`config.mk`:
```
export PLATFORM = sky130hd
export DESIGN_NAME = ffcp_video_rx
export DESIGN_NICKNAME = d
export VERILOG_FILES = /design/src/rtl/eth_rx_pkg.sv /design/src/rtl/bytes_to_colors.sv /design/src/rtl/eth_rx.sv /design/src/rtl/ffcp_rx.sv /design/src/rtl/ffcp_video_rx.sv /design/src/rtl/fgp_rx.sv /design/src/rtl/stream_to_memory.sv
export SDC_FILE = /design/constraint.sdc
export NUM_CORES = 1
export LEC_CHECK = 0
export CAP_MARGIN = 40
export CORE_UTILIZATION = 50
export CTS_CLUSTER_SIZE = 40
export DETAILED_ROUTE_END_ITERATION = 16
export DONT_BUFFER_PORTS = 1
export PLACE_DENSITY = 0.68
export SYNTH_ARGS = -nofsm -noshare
export SYNTH_HDL_FRONTEND = slang
export SYNTH_SLANG_ARGS = --single-unit
```
`constraint.sdc`:
```
create_clock -name clk -period 2.1 [get_ports clk]
set_clock_uncertainty 0.1 [all_clocks]
set_input_delay 0.105 -clock clk [delete_from_list [all_inputs] [get_ports clk]]
set_output_delay 0.105 -clock clk [all_outputs]
set_load 0.05 [all_outputs]
```
`src/rtl/eth_rx_pkg.sv`:
```
// ----------------------------------------------------------------------
// Shared constants and types of the Ethernet to video RAM receive path
// Frame layout, FGP sizes, video RAM geometry, FFCP and parser enums
// ----------------------------------------------------------------------
package eth_rx_pkg;

	localparam int byte_len = 8;
	// 4 bits each of red, green, blue
	localparam int color_len = 12;

	// Two MAC addresses plus the ethertype
	localparam int eth_header_len = 14;
	localparam int eth_byte_cnt_len = $clog2(eth_header_len + 1);
	localparam int ethertype_len = 2 * byte_len;
	localparam logic [ethertype_len-1:0] ethertype_ffcp = 16'h88B5;

	// RMII line symbols seen during the preamble
	localparam logic [1:0] preamble_dibit = 2'b01;
	localparam logic [1:0] sfd_last_dibit = 2'b11;

	localparam int fgp_data_len_colors = 16;
	localparam int fgp_data_len_bytes = 24;
	// Offset byte, data bytes, then one saturated value for extra bytes
	localparam int fgp_cnt_len = $clog2(fgp_data_len_bytes + 2);

	localparam int vram_size = 4096;
	localparam int vram_addr_len = $clog2(vram_size);

	localparam int ffcp_index_len = 8;

	typedef enum logic [byte_len-1:0] {
		ffcp_type_ack = 8'd0,
		ffcp_type_syn = 8'd1,
		ffcp_type_msg = 8'd2
	} ffcp_type_e;

	typedef enum logic [2:0] {
		eth_rx_idle,
		eth_rx_preamble,
		eth_rx_header,
		eth_rx_payload,
		// Bad preamble, wait for carrier to drop
		eth_rx_drop
	} eth_rx_state_e;

endpackage

```
`src/rtl/bytes_to_colors.sv`:
```
// ----------------------------------------------------------------------
// Packs each three data bytes into two 12-bit colors
// ----------------------------------------------------------------------
module bytes_to_colors (
	input  logic clk,
	input  logic eth_rx_downstream_rst,
	input  logic frame_done,
	input  logic frame_err,
	input  logic data_valid,
	input  logic [eth_rx_pkg::byte_len-1:0] data_byte,
	output logic color_valid,
	output logic [eth_rx_pkg::color_len-1:0] color
);
	import eth_rx_pkg::*;

	logic [1:0] phase;
	logic [byte_len-1:0] held;

	always_ff @(posedge clk) begin
		if (eth_rx_downstream_rst) begin
			phase <= 2'd0;
			color_valid <= 1'b0;
		end else begin
			color_valid <= 1'b0;
			if (frame_done || frame_err) begin
				phase <= 2'd0;
			end else if (data_valid) begin
				// First byte of a triple only gets held
				color_valid <= (phase != 2'd0);
				phase <= (phase == 2'd2) ? 2'd0 : phase + 2'd1;
			end
		end
	end

	always_ff @(posedge clk) begin
		if (data_valid) begin
			held <= data_byte;
			if (phase == 2'd1)
				color <= {held, data_byte[byte_len-1:byte_len/2]};
			else
				color <= {held[byte_len/2-1:0], data_byte};
		end
	end

endmodule

```
`src/rtl/eth_rx.sv`:
```
// ----------------------------------------------------------------------
// RMII receiver: preamble and SFD search, dibit to byte assembly,
// Ethernet header skip with ethertype capture, frame end checks
// ----------------------------------------------------------------------
module eth_rx (
	input  logic clk,
	input  logic eth_rx_downstream_rst,
	input  logic rmii_crsdv,
	input  logic [1:0] rmii_rxd,
	output logic byte_valid,
	output logic [eth_rx_pkg::byte_len-1:0] byte_data,
	output logic ethertype_valid,
	output logic [eth_rx_pkg::ethertype_len-1:0] ethertype,
	output logic frame_done,
	output logic frame_err
);
	import eth_rx_pkg::*;

	eth_rx_state_e state;
	logic [1:0] dibit_cnt;
	logic [eth_byte_cnt_len-1:0] byte_cnt;
	// Three earlier dibits of the byte being assembled
	logic [byte_len-3:0] shift_reg;
	logic [byte_len-1:0] next_byte;
	logic in_frame;

	// LSB dibit arrives first, so the newest dibit lands on top
	assign next_byte = {rmii_rxd, shift_reg};
	assign in_frame = (state == eth_rx_header) || (state == eth_rx_payload);

	always_ff @(posedge clk) begin
		if (eth_rx_downstream_rst) begin
			state <= eth_rx_idle;
			dibit_cnt <= '0;
			byte_cnt <= '0;
			byte_valid <= 1'b0;
			ethertype_valid <= 1'b0;
			frame_done <= 1'b0;
			frame_err <= 1'b0;
		end else begin
			byte_valid <= 1'b0;
			ethertype_valid <= 1'b0;
			frame_done <= 1'b0;
			frame_err <= 1'b0;
			case (state)
				eth_rx_idle, eth_rx_preamble: begin
					dibit_cnt <= '0;
					byte_cnt <= '0;
					if (!rmii_crsdv)
						state <= eth_rx_idle;
					else if (rmii_rxd == sfd_last_dibit)
						state <= eth_rx_header;
					else if (rmii_rxd == preamble_dibit)
						state <= eth_rx_preamble;
					else
						state <= eth_rx_drop;
				end
				eth_rx_header, eth_rx_payload: begin
					if (!rmii_crsdv) begin
						state <= eth_rx_idle;
						// Short header or a partial byte at carrier loss
						if (state == eth_rx_header || dibit_cnt != 2'd0)
							frame_err <= 1'b1;
						else
							frame_done <= 1'b1;
					end else begin
						dibit_cnt <= dibit_cnt + 2'd1;
						if (dibit_cnt == 2'd3) begin
							if (state == eth_rx_payload) begin
								byte_valid <= 1'b1;
							end else begin
								byte_cnt <= byte_cnt + 1'b1;
								if (byte_cnt == eth_header_len - 1) begin
									ethertype_valid <= 1'b1;
									state <= eth_rx_payload;
								end
							end
						end
					end
				end
				eth_rx_drop: begin
					if (!rmii_crsdv)
						state <= eth_rx_idle;
				end
				default: state <= eth_rx_idle;
			endcase
		end
	end

	always_ff @(posedge clk) begin
		if (rmii_crsdv && in_frame) begin
			shift_reg <= next_byte[byte_len-1:2];
			if (dibit_cnt == 2'd3) begin
				byte_data <= next_byte;
				// Ethertype is sent high byte first
				if (state == eth_rx_header && byte_cnt == eth_header_len - 2)
					ethertype[ethertype_len-1:byte_len] <= next_byte;
				if (state == eth_rx_header && byte_cnt == eth_header_len - 1)
					ethertype[byte_len-1:0] <= next_byte;
			end
		end
	end

endmodule

```
`src/rtl/ffcp_rx.sv`:
```
// ----------------------------------------------------------------------
// FFCP receiver: ethertype filter, type and index parse, payload
// forwarding and accept report for SYN and MSG frames
// ----------------------------------------------------------------------
module ffcp_rx (
	input  logic clk,
	input  logic eth_rx_downstream_rst,
	input  logic byte_valid,
	input  logic [eth_rx_pkg::byte_len-1:0] byte_data,
	input  logic ethertype_valid,
	input  logic [eth_rx_pkg::ethertype_len-1:0] ethertype,
	input  logic frame_done,
	input  logic frame_err,
	output logic ffcp_meta_valid,
	output eth_rx_pkg::ffcp_type_e ffcp_type,
	output logic [eth_rx_pkg::ffcp_index_len-1:0] ffcp_index,
	output logic payload_valid,
	output logic [eth_rx_pkg::byte_len-1:0] payload_data,
	output logic frame_accept,
	output logic accept_syn,
	output logic [eth_rx_pkg::ffcp_index_len-1:0] accept_index
);
	import eth_rx_pkg::*;

	logic enable;
	// 0 type byte, 1 index byte, 2 payload
	logic [1:0] position;
	logic buf_valid;
	logic syn_buf;
	logic [ffcp_index_len-1:0] index_buf;
	logic take_byte;

	assign take_byte = byte_valid && enable;

	always_ff @(posedge clk) begin
		if (eth_rx_downstream_rst) begin
			enable <= 1'b0;
			position <= 2'd0;
			buf_valid <= 1'b0;
			ffcp_meta_valid <= 1'b0;
			payload_valid <= 1'b0;
			frame_accept <= 1'b0;
		end else begin
			ffcp_meta_valid <= 1'b0;
			payload_valid <= 1'b0;
			frame_accept <= 1'b0;
			if (frame_err) begin
				enable <= 1'b0;
				position <= 2'd0;
				buf_valid <= 1'b0;
			end else if (frame_done) begin
				frame_accept <= enable && buf_valid;
				position <= 2'd0;
				buf_valid <= 1'b0;
			end else begin
				if (ethertype_valid)
					enable <= (ethertype == ethertype_ffcp);
				if (take_byte) begin
					case (position)
						2'd0: position <= 2'd1;
						2'd1: begin
							position <= 2'd2;
							ffcp_meta_valid <= 1'b1;
							// ACK frames are never acknowledged
							buf_valid <= (ffcp_type == ffcp_type_syn) ||
								(ffcp_type == ffcp_type_msg);
						end
						default: payload_valid <= 1'b1;
					endcase
				end
			end
		end
	end

	always_ff @(posedge clk) begin
		if (take_byte && position == 2'd0)
			ffcp_type <= ffcp_type_e'(byte_data);
		if (take_byte && position == 2'd1) begin
			ffcp_index <= byte_data;
			index_buf <= byte_data;
			syn_buf <= (ffcp_type == ffcp_type_syn);
		end
		if (take_byte)
			payload_data <= byte_data;
		if (frame_done) begin
			accept_syn <= syn_buf;
			accept_index <= index_buf;
		end
	end

endmodule

```
`src/rtl/ffcp_video_rx.sv`:
```
// ----------------------------------------------------------------------
// Receive chain top: RMII pins through FFCP and FGP to the VRAM port
// ----------------------------------------------------------------------
module ffcp_video_rx (
	input  logic clk,
	input  logic eth_rx_downstream_rst,
	input  logic rmii_crsdv,
	input  logic [1:0] rmii_rxd,
	output logic vram_we,
	output logic [eth_rx_pkg::vram_addr_len-1:0] vram_waddr,
	output logic [eth_rx_pkg::color_len-1:0] vram_win,
	output logic ffcp_meta_valid,
	output eth_rx_pkg::ffcp_type_e ffcp_type,
	output logic [eth_rx_pkg::ffcp_index_len-1:0] ffcp_index,
	output logic frame_accept,
	output logic accept_syn,
	output logic [eth_rx_pkg::ffcp_index_len-1:0] accept_index,
	output logic frame_done,
	output logic frame_err
);
	import eth_rx_pkg::*;

	logic byte_valid, ethertype_valid;
	logic [byte_len-1:0] byte_data;
	logic [ethertype_len-1:0] ethertype;
	logic payload_valid, offset_valid, data_valid, color_valid;
	logic [byte_len-1:0] payload_data, offset, data_byte;
	logic [color_len-1:0] color;

	eth_rx u_eth_rx (
		.clk(clk), .eth_rx_downstream_rst(eth_rx_downstream_rst),
		.rmii_crsdv(rmii_crsdv), .rmii_rxd(rmii_rxd),
		.byte_valid(byte_valid), .byte_data(byte_data),
		.ethertype_valid(ethertype_valid), .ethertype(ethertype),
		.frame_done(frame_done), .frame_err(frame_err));

	ffcp_rx u_ffcp_rx (
		.clk(clk), .eth_rx_downstream_rst(eth_rx_downstream_rst),
		.byte_valid(byte_valid), .byte_data(byte_data),
		.ethertype_valid(ethertype_valid), .ethertype(ethertype),
		.frame_done(frame_done), .frame_err(frame_err),
		.ffcp_meta_valid(ffcp_meta_valid), .ffcp_type(ffcp_type),
		.ffcp_index(ffcp_index),
		.payload_valid(payload_valid), .payload_data(payload_data),
		.frame_accept(frame_accept), .accept_syn(accept_syn),
		.accept_index(accept_index));

	fgp_rx u_fgp_rx (
		.clk(clk), .eth_rx_downstream_rst(eth_rx_downstream_rst),
		.frame_done(frame_done), .frame_err(frame_err),
		.payload_valid(payload_valid), .payload_data(payload_data),
		.offset_valid(offset_valid), .offset(offset),
		.data_valid(data_valid), .data_byte(data_byte));

	bytes_to_colors u_bytes_to_colors (
		.clk(clk), .eth_rx_downstream_rst(eth_rx_downstream_rst),
		.frame_done(frame_done), .frame_err(frame_err),
		.data_valid(data_valid), .data_byte(data_byte),
		.color_valid(color_valid), .color(color));

	stream_to_memory u_stream_to_memory (
		.clk(clk), .eth_rx_downstream_rst(eth_rx_downstream_rst),
		.offset_valid(offset_valid), .offset(offset),
		.color_valid(color_valid), .color(color),
		.vram_we(vram_we), .vram_waddr(vram_waddr), .vram_win(vram_win));

endmodule

```
`src/rtl/fgp_rx.sv`:
```
// ----------------------------------------------------------------------
// FGP receiver: splits the offset byte from at most 24 data bytes
// ----------------------------------------------------------------------
module fgp_rx (
	input  logic clk,
	input  logic eth_rx_downstream_rst,
	input  logic frame_done,
	input  logic frame_err,
	input  logic payload_valid,
	input  logic [eth_rx_pkg::byte_len-1:0] payload_data,
	output logic offset_valid,
	output logic [eth_rx_pkg::byte_len-1:0] offset,
	output logic data_valid,
	output logic [eth_rx_pkg::byte_len-1:0] data_byte
);
	import eth_rx_pkg::*;

	// 0 expects the offset, 1..24 data, then saturates
	logic [fgp_cnt_len-1:0] byte_cnt;
	logic in_limit;

	assign in_limit = (byte_cnt <= fgp_data_len_bytes);

	always_ff @(posedge clk) begin
		if (eth_rx_downstream_rst) begin
			byte_cnt <= '0;
			offset_valid <= 1'b0;
			data_valid <= 1'b0;
		end else begin
			offset_valid <= 1'b0;
			data_valid <= 1'b0;
			if (frame_done || frame_err) begin
				byte_cnt <= '0;
			end else if (payload_valid) begin
				if (byte_cnt == '0)
					offset_valid <= 1'b1;
				else if (in_limit)
					data_valid <= 1'b1;
				// Padding beyond the packet is dropped
				if (in_limit)
					byte_cnt <= byte_cnt + 1'b1;
			end
		end
	end

	always_ff @(posedge clk) begin
		if (payload_valid) begin
			data_byte <= payload_data;
			if (byte_cnt == '0)
				offset <= payload_data;
		end
	end

endmodule

```
`src/rtl/stream_to_memory.sv`:
```
// ----------------------------------------------------------------------
// Video RAM write port driver, base address set from the FGP offset
// ----------------------------------------------------------------------
module stream_to_memory (
	input  logic clk,
	input  logic eth_rx_downstream_rst,
	input  logic offset_valid,
	input  logic [eth_rx_pkg::byte_len-1:0] offset,
	input  logic color_valid,
	input  logic [eth_rx_pkg::color_len-1:0] color,
	output logic vram_we,
	output logic [eth_rx_pkg::vram_addr_len-1:0] vram_waddr,
	output logic [eth_rx_pkg::color_len-1:0] vram_win
);
	import eth_rx_pkg::*;

	logic [vram_addr_len-1:0] next_addr;

	always_ff @(posedge clk) begin
		if (eth_rx_downstream_rst) begin
			vram_we <= 1'b0;
			next_addr <= '0;
		end else begin
			vram_we <= color_valid;
			// One packet covers 16 colors, wraps at the top of VRAM
			if (offset_valid)
				next_addr <= vram_addr_len'(offset * fgp_data_len_colors);
			else if (color_valid)
				next_addr <= next_addr + 1'b1;
		end
	end

	always_ff @(posedge clk) begin
		if (color_valid) begin
			vram_waddr <= next_addr;
			vram_win <= color;
		end
	end

endmodule

```
==> out/qor.yml, run 1 <==
placement:
  place_hpwl_um: 5942
  globalplace.congestion: 0.7902
  port_buffers: 0
finish:
  fillers: 860
  largest_reg_flops: 16
  fin_nets: 411
  area_delta_synth_final_pct: 15.47
  top_register: "u_eth_rx.ethertype"
  n_antenna_cell: 0
  drive_gt1_share_pct: 15.09
critical_path:
  crit_arrival_ps: 1820
  reg2reg_from: "u_fgp_rx.byte_cnt[0]"
  reg2reg_to: "u_fgp_rx.offset[0]"
  crit_type: "reg2reg"
  required_ps: 2090
  critical_path.max_fanout: 8
  rrSetupSlack_ps: 270
  startpoint_type: "flop"
  endpoint_kind: "flop"
  reg2reg_depth: 6
timing:
  tightest_slew_ps: 646.9
  setup_viol: 0
  fin_crit_ps: 1826
  slew_violations: 0
  timing.fmax_mhz: 547.7
  setup_tns_ps: 0
  slew_headroom_pct: 56.82
  min_period_over_period_pct: 86.94
  rsz0062_at_grt: "no"
  hold_viol: 0
logic_synthesis:
  syn_inst: 368
  synth_top_family_by_area: "simple AND/OR/NAND/NOR gates"
  yosysTopAreaCellShare_pct: 63.25
  synthArstFlopShare_pct: 0
  synth_adder_area_share_pct: 1.700
  yosysTopAreaCell: "edfxtp_1"
  synth_area_um2: 5887
  synthSimpleGateAreaFrac_pct: 8.672
  synthTopCellsByCount: "124 x edfxtp_1, 43 x dfxtp_1, 21 x nor2_1, 20 x inv_1, 16 x nor3_1"
  synth_cell_types: 45
  synth_compound_area_share_pct: 3.486
  yosys_warnings: 0
  ys_seq_elements: 167
  synth_edf_count: 124
  synth_most_common_cell: "edfxtp_1"
  syn_area_per_cell_um2: 16.00
  syn_nets: 381
  yosysSeqAreaShare_pct: 77.87
  muxShareOfSynthArea_pct: 3.486
  synth.area.top_cells: "edfxtp_1 63%, dfxtp_1 15%, xor2_1 1.8%, ha_1 1.7%, nor3_1 1.4%"
  yosys.area_share.xor_xnor_pct: 2.529
  ys.flop_type: "edfxtp_1"
cts:
  cts_tree: "done"
  path_clk_slew_ps: 60
  cts_num_sinks: 167
  postCtsHoldBufs: 5
  cts_resized: 0
  clkLatencyLatePin_ps: 420
  cts_made_buffers: 17
  clk_path_buf_depth: 2
  cts_setup_buffers: 0
  root_buffer: "clkbuf_16"
  htree_levels: 4
detailed_routing:
  num_vias: 2930
  first_pass_iters: 4
  avgRoutedWirePerCell_um: 16.03
  drt_iter0_drc: 202
  wirelength_um: 8880
  drc: 0
  postRouteAntennaNets: 0
  vias_per_cell: 5.289
grt:
  grt-ovfl-total: 0
  gr-usage-all-layers_pct: 16.34
  busiest_layer: "met2"
  grt_use_met2_pct: 25.42
  grt_start_max_net_pins: 30
  grt_pass1_wl_um: 14870
  met3_usage_pct: 6.915
  grt_pass1_vias: 2886
  antenna_found_initial: 0
  grt_use_met1_pct: 19.41
pwr:
  peakVddDrop_mv: 0.7959
  leakagePower_nw: 2.322
  power.density_nw_per_um2: 973.0
  power.total_mw: 6.614
floorplan:
  die_w_um: 110.5
  start_util_pct: 51.34
  core_area_um2: 11470
  row_count: 39
  io_pins: 59
  die-area_um2: 12210
  die_h_um: 110.5
hold_path:
  holdPathStages: 4
  hold_path.class: "in2reg"
  hold_path.startpoint: "rmii_crsdv"
  min_to: "u_eth_rx.byte_cnt[1]"
flow_run:
  cap_violations: 0
outcome:
  status: "complete, no violations"
## worst max-delay path, cell delays in order, from the launching register on
cell and delay (ps):
dfxtp_1 320, inv_1 80, ha_1 140, nor2b_1 200, nor3b_1 280, nand2_1 110
inv_1 270
## power by group
part           leakage, nW  internal [mW]  switching, mW
sequential            1.46           3.51        0.00726
clock                0.283           1.82           1.22
combinational        0.581         0.0230         0.0360
total                 2.32           5.35           1.26
## metrics by stage
stage / setup slack, ps / hold WS [ps] / std cells / instance area, um^2 / utilization (%)
after floorplan: 97.31 / 81.60 / 368 / 5892 / -
after global placement: 374.7 / 72.04 / 516 / 6133 / 53.49
after detailed placement: 298.0 / 75.36 / 516 / 6133 / 53.49
after CTS: 220.5 / 57.22 / 553 / 6783 / 59.15
after global routing: 94.29 / 111.1 / 554 / 6798 / 59.28
final: 274.3 / 82.98 / 554 / 6798 / 59.28
## placed cells by master (no fill, tap or decap), drive strengths merged, types with 3 or more instances in the layout
| cell type | Yosys | layout |
|---|---|---|
| clkbuf | 5 | 19 |
| nand2b | 3 | 3 |
| edfxtp | 124 | 124 |
| ha | 8 | 8 |
| nor2b | 5 | 5 |
| a21oi | 13 | 13 |
| nor4 | 5 | 5 |
| o21ai | 3 | 3 |
| dlygate4sd3 | 0 | 5 |
| nor3 | 16 | 16 |
| mux2i | 7 | 7 |
| nor2 | 23 | 23 |
| nor4b | 4 | 4 |
| o21a | 8 | 8 |
| xor2 | 12 | 12 |
| buf | 5 | 16 |
| nand3 | 4 | 4 |
| xnor2 | 5 | 5 |
| clkinvlp | 0 | 4 |
| mux2 | 12 | 12 |
| inv | 21 | 23 |
| dfxtp | 43 | 43 |
| nand2 | 11 | 11 |
| nand4 | 11 | 11 |
| clkinv | 1 | 6 |
## how the worst max path moves through the flow
stage	startpoint	to	slack, ps	depth (start not counted)
floorplan	u_bytes_to_colors.color_valid	u_stream_to_memory.next_addr[11]	100	5
global placement	u_fgp_rx.byte_cnt[0]	u_fgp_rx.offset[7]	370	6
detailed placement	u_fgp_rx.byte_cnt[0]	u_fgp_rx.offset[4]	300	6
CTS	eth_rx_downstream_rst	u_bytes_to_colors.phase[0]	220	4
global route	u_fgp_rx.byte_cnt[0]	u_fgp_rx.offset[1]	90	6
finish	u_fgp_rx.byte_cnt[0]	u_fgp_rx.offset[0]	270	6
## routing by layer
layer  up-vias  routed length, um  part of all wire (%)
met5         -                  0                     0
met4         0                234                   2.6
met3        19                402                   4.5
met2        68               4433                    50
met1      1418               3809                    43
li1       1425                  -                     -
## cell families after synthesis
group,count (synthesis)
compound gates,32
flops,167
simple gates,93
fa+ha+maj,8
buf+inv,32
xor+xnor,17
mux,19
## final cells by class
cell class,instances,area [um^2],area share (%)
clock buffer,19,452.9,6.663
clock inverter,13,146.4,2.154
inverter,22,82.58,1.215
multi-input combinational,169,1175,17.28
sequential,167,4584,67.44
tap,143,178.9,2.632
timing repair buffer,21,177.7,2.614
(Power assumes the default switching activity.)
==> run 2: changes to the inputs <==
--- a/config.mk
+++ b/config.mk
@@ -6,6 +6,7 @@
 export NUM_CORES = 1
 export LEC_CHECK = 0
 export CAP_MARGIN = 40
+export CORE_ASPECT_RATIO = 1.2
 export CORE_UTILIZATION = 50
 export CTS_CLUSTER_SIZE = 40
 export DETAILED_ROUTE_END_ITERATION = 16
==> out/qor.yml, run 2 (synthesis gave the netlist of run 1 again) <==
detailed_routing:
  drt_iter0_drc: 121  # was 202
  drc: 0  # unchanged
  vias_per_cell: 5.120  # was 5.289
  num_vias: 2908  # was 2930
  avgRoutedWirePerCell_um: 15.92  # was 16.03 um
  postRouteAntennaNets: 0  # unchanged
  first_pass_iters: 7  # was 4
  wirelength_um: 9043  # was 8880 um
flow_run:
  cap_violations: 0  # unchanged
finish:
  largest_reg_flops: 16  # unchanged
  drive_gt1_share_pct: 14.84  # was 15.09%
  n_antenna_cell: 0  # unchanged
  top_register: "u_eth_rx.ethertype"  # unchanged
  fin_nets: 411  # unchanged
  final_cell_mix: "124 x edfxtp_1, 43 x dfxtp_1, 21 x nor2_1, 20 x inv_1, 17 x clkbuf_16"  # unchanged
  final_common_cell: "edfxtp_1"  # unchanged
  fillers: 900  # was 860
  area_delta_synth_final_pct: 16.85  # was 15.47%
  design_area_um2: 6879  # was 6798 um^2
grt:
  gr-usage-all-layers_pct: 16.61  # was 16.34%
  grt_pass1_wl_um: 14640  # was 14870 um
  grt_start_max_net_pins: 29  # was 30
  antenna_found_initial: 0  # unchanged
  grt_pass1_vias: 2864  # was 2886
  grt-ovfl-total: 0  # unchanged
pwr:
  peakVddDrop_mv: 0.7533  # was 0.7959 mV
  leakagePower_nw: 2.364  # was 2.322 nW
  power.density_nw_per_um2: 1018  # was 973.0 nW/um^2
placement:
  post_dp_cell_area_um2: 6151  # was 6133 um^2
  globalplace.congestion: 0.8052  # was 0.7902
  place_hpwl_um: 6032  # was 5942 um
  port_buffers: 0  # unchanged
cts:
  cts_num_sinks: 167  # unchanged
  cts_setup_buffers: 0  # unchanged
  path_clk_slew_ps: 60  # about the same
  htree_levels: 4  # unchanged
  postCtsHoldBufs: 5  # unchanged
  root_buffer: "clkbuf_16"  # unchanged
  clk_path_buf_depth: 2  # unchanged
  cts_made_buffers: 17  # unchanged
  cts_tree: "done"  # unchanged
  clkLatencyLatePin_ps: 420  # about the same
  cts_resized: 0  # unchanged
timing:
  fin_crit_ps: 1796  # was 1826 ps
  min_period_over_period_pct: 85.54  # was 86.94%
  setup_tns_ps: 0  # unchanged
  hold_viol: 0  # unchanged
  slew_headroom_pct: 55.93  # was 56.82%
  rsz0062_at_grt: "no"  # unchanged
  slew_violations: 0  # unchanged
  tightest_slew_ps: 660.1  # was 646.9 ps
  setup_viol: 0  # unchanged
  timing.fmax_mhz: 556.7  # was 547.7 MHz
critical_path:
  endpoint_kind: "flop"  # unchanged
  required_ps: 2090  # about the same
  crit_type: "reg2reg"  # unchanged
  startpoint_type: "flop"  # unchanged
  crit_arrival_ps: 1790  # was 1820 ps
  critical_path.max_fanout: 8  # unchanged
floorplan:
  start_util_pct: 51.13  # was 51.34%
  row_count: 43  # was 39
  io_pins: 59  # unchanged
  core_area_um2: 11510  # was 11470 um^2
  die-area_um2: 12210  # about the same
  die_h_um: 120.9  # was 110.5 um
  die_w_um: 101.1  # was 110.5 um
hold_path:
  hold_path.class: "in2reg"  # unchanged
outcome:
  status: "complete, no violations"  # unchanged
-- run 2: cell count changes in the layout (fill, tap and decap cells not counted) --
cell	delta
clkinvlp_4	-4
clkinv_4	-2
clkbuf_8	-2
clkinv_1	+1
bufinv_16	+3
inv_8	+1
clkinv_2	-2
inv_6	+5
-- run 2: metrics by stage --
step | utilization (%) | hold slack (ps) | power (mW) | instances | setup WS, ps
4_1_cts | 59.62 | 52.67 | 7.067 | 567 | 303.2
3_3_place_gp | 53.42 | 72.38 | 3.615 | 530 | 375.1
5_1_grt | 59.75 | 117.3 | 7.205 | 568 | 136.9
6_report | 59.75 | 74.16 | 7.002 | 568 | 303.7
2_1_floorplan | - | 81.60 | 3.616 | 368 | 97.31
3_5_place_dp | 53.42 | 78.77 | 3.616 | 530 | 329.0
-- run 2: final timing paths --
check                                            startpoint                              end  slack, ps  cells past startpoint
worst max register to register         u_fgp_rx.byte_cnt[0]               u_fgp_rx.offset[2]        300                      6
worst min register to register  u_bytes_to_colors.color[11]  u_stream_to_memory.vram_win[11]        320                      0
worst min-delay path                             rmii_crsdv             u_eth_rx.byte_cnt[1]         70                      4
worst max-delay path                   u_fgp_rx.byte_cnt[0]               u_fgp_rx.offset[2]        300                      6
-- run 2: layout make-up --
class	count	area, um^2	area share, %
Multi-Input combinational cell	169	1175	17.08
Sequential cell	167	4584	66.64
Clock buffer	17	425.4	6.184
Inverter	22	82.58	1.200
Clock inverter	15	237.7	3.456
Timing Repair Buffer	21	177.7	2.583
Tap cell	157	196.4	2.856
-- run 2: power by group --
part	total (mW)	internal, mW	switching (mW)
clock network	3.43	2.15	1.28
logic	0.0580	0.0217	0.0364
registers	3.51	3.50	0.00733
total	7.00	5.67	1.33
-- run 2: per-layer routing --
layer / routed length [um] / track usage (%)
met1: 3596 / 18.32
met2: 5047 / 28.91
met3: 290 / 5.760
met4: 109 / 6.884
met5: 0 / 0
-- run 2: worst max-delay path: stages, from the launching register on --
cell	delay, ps
dfxtp_1	320
inv_1	90
ha_1	140
nor2b_1	190
nor3b_1	270
nand2_1	100
inv_1	260
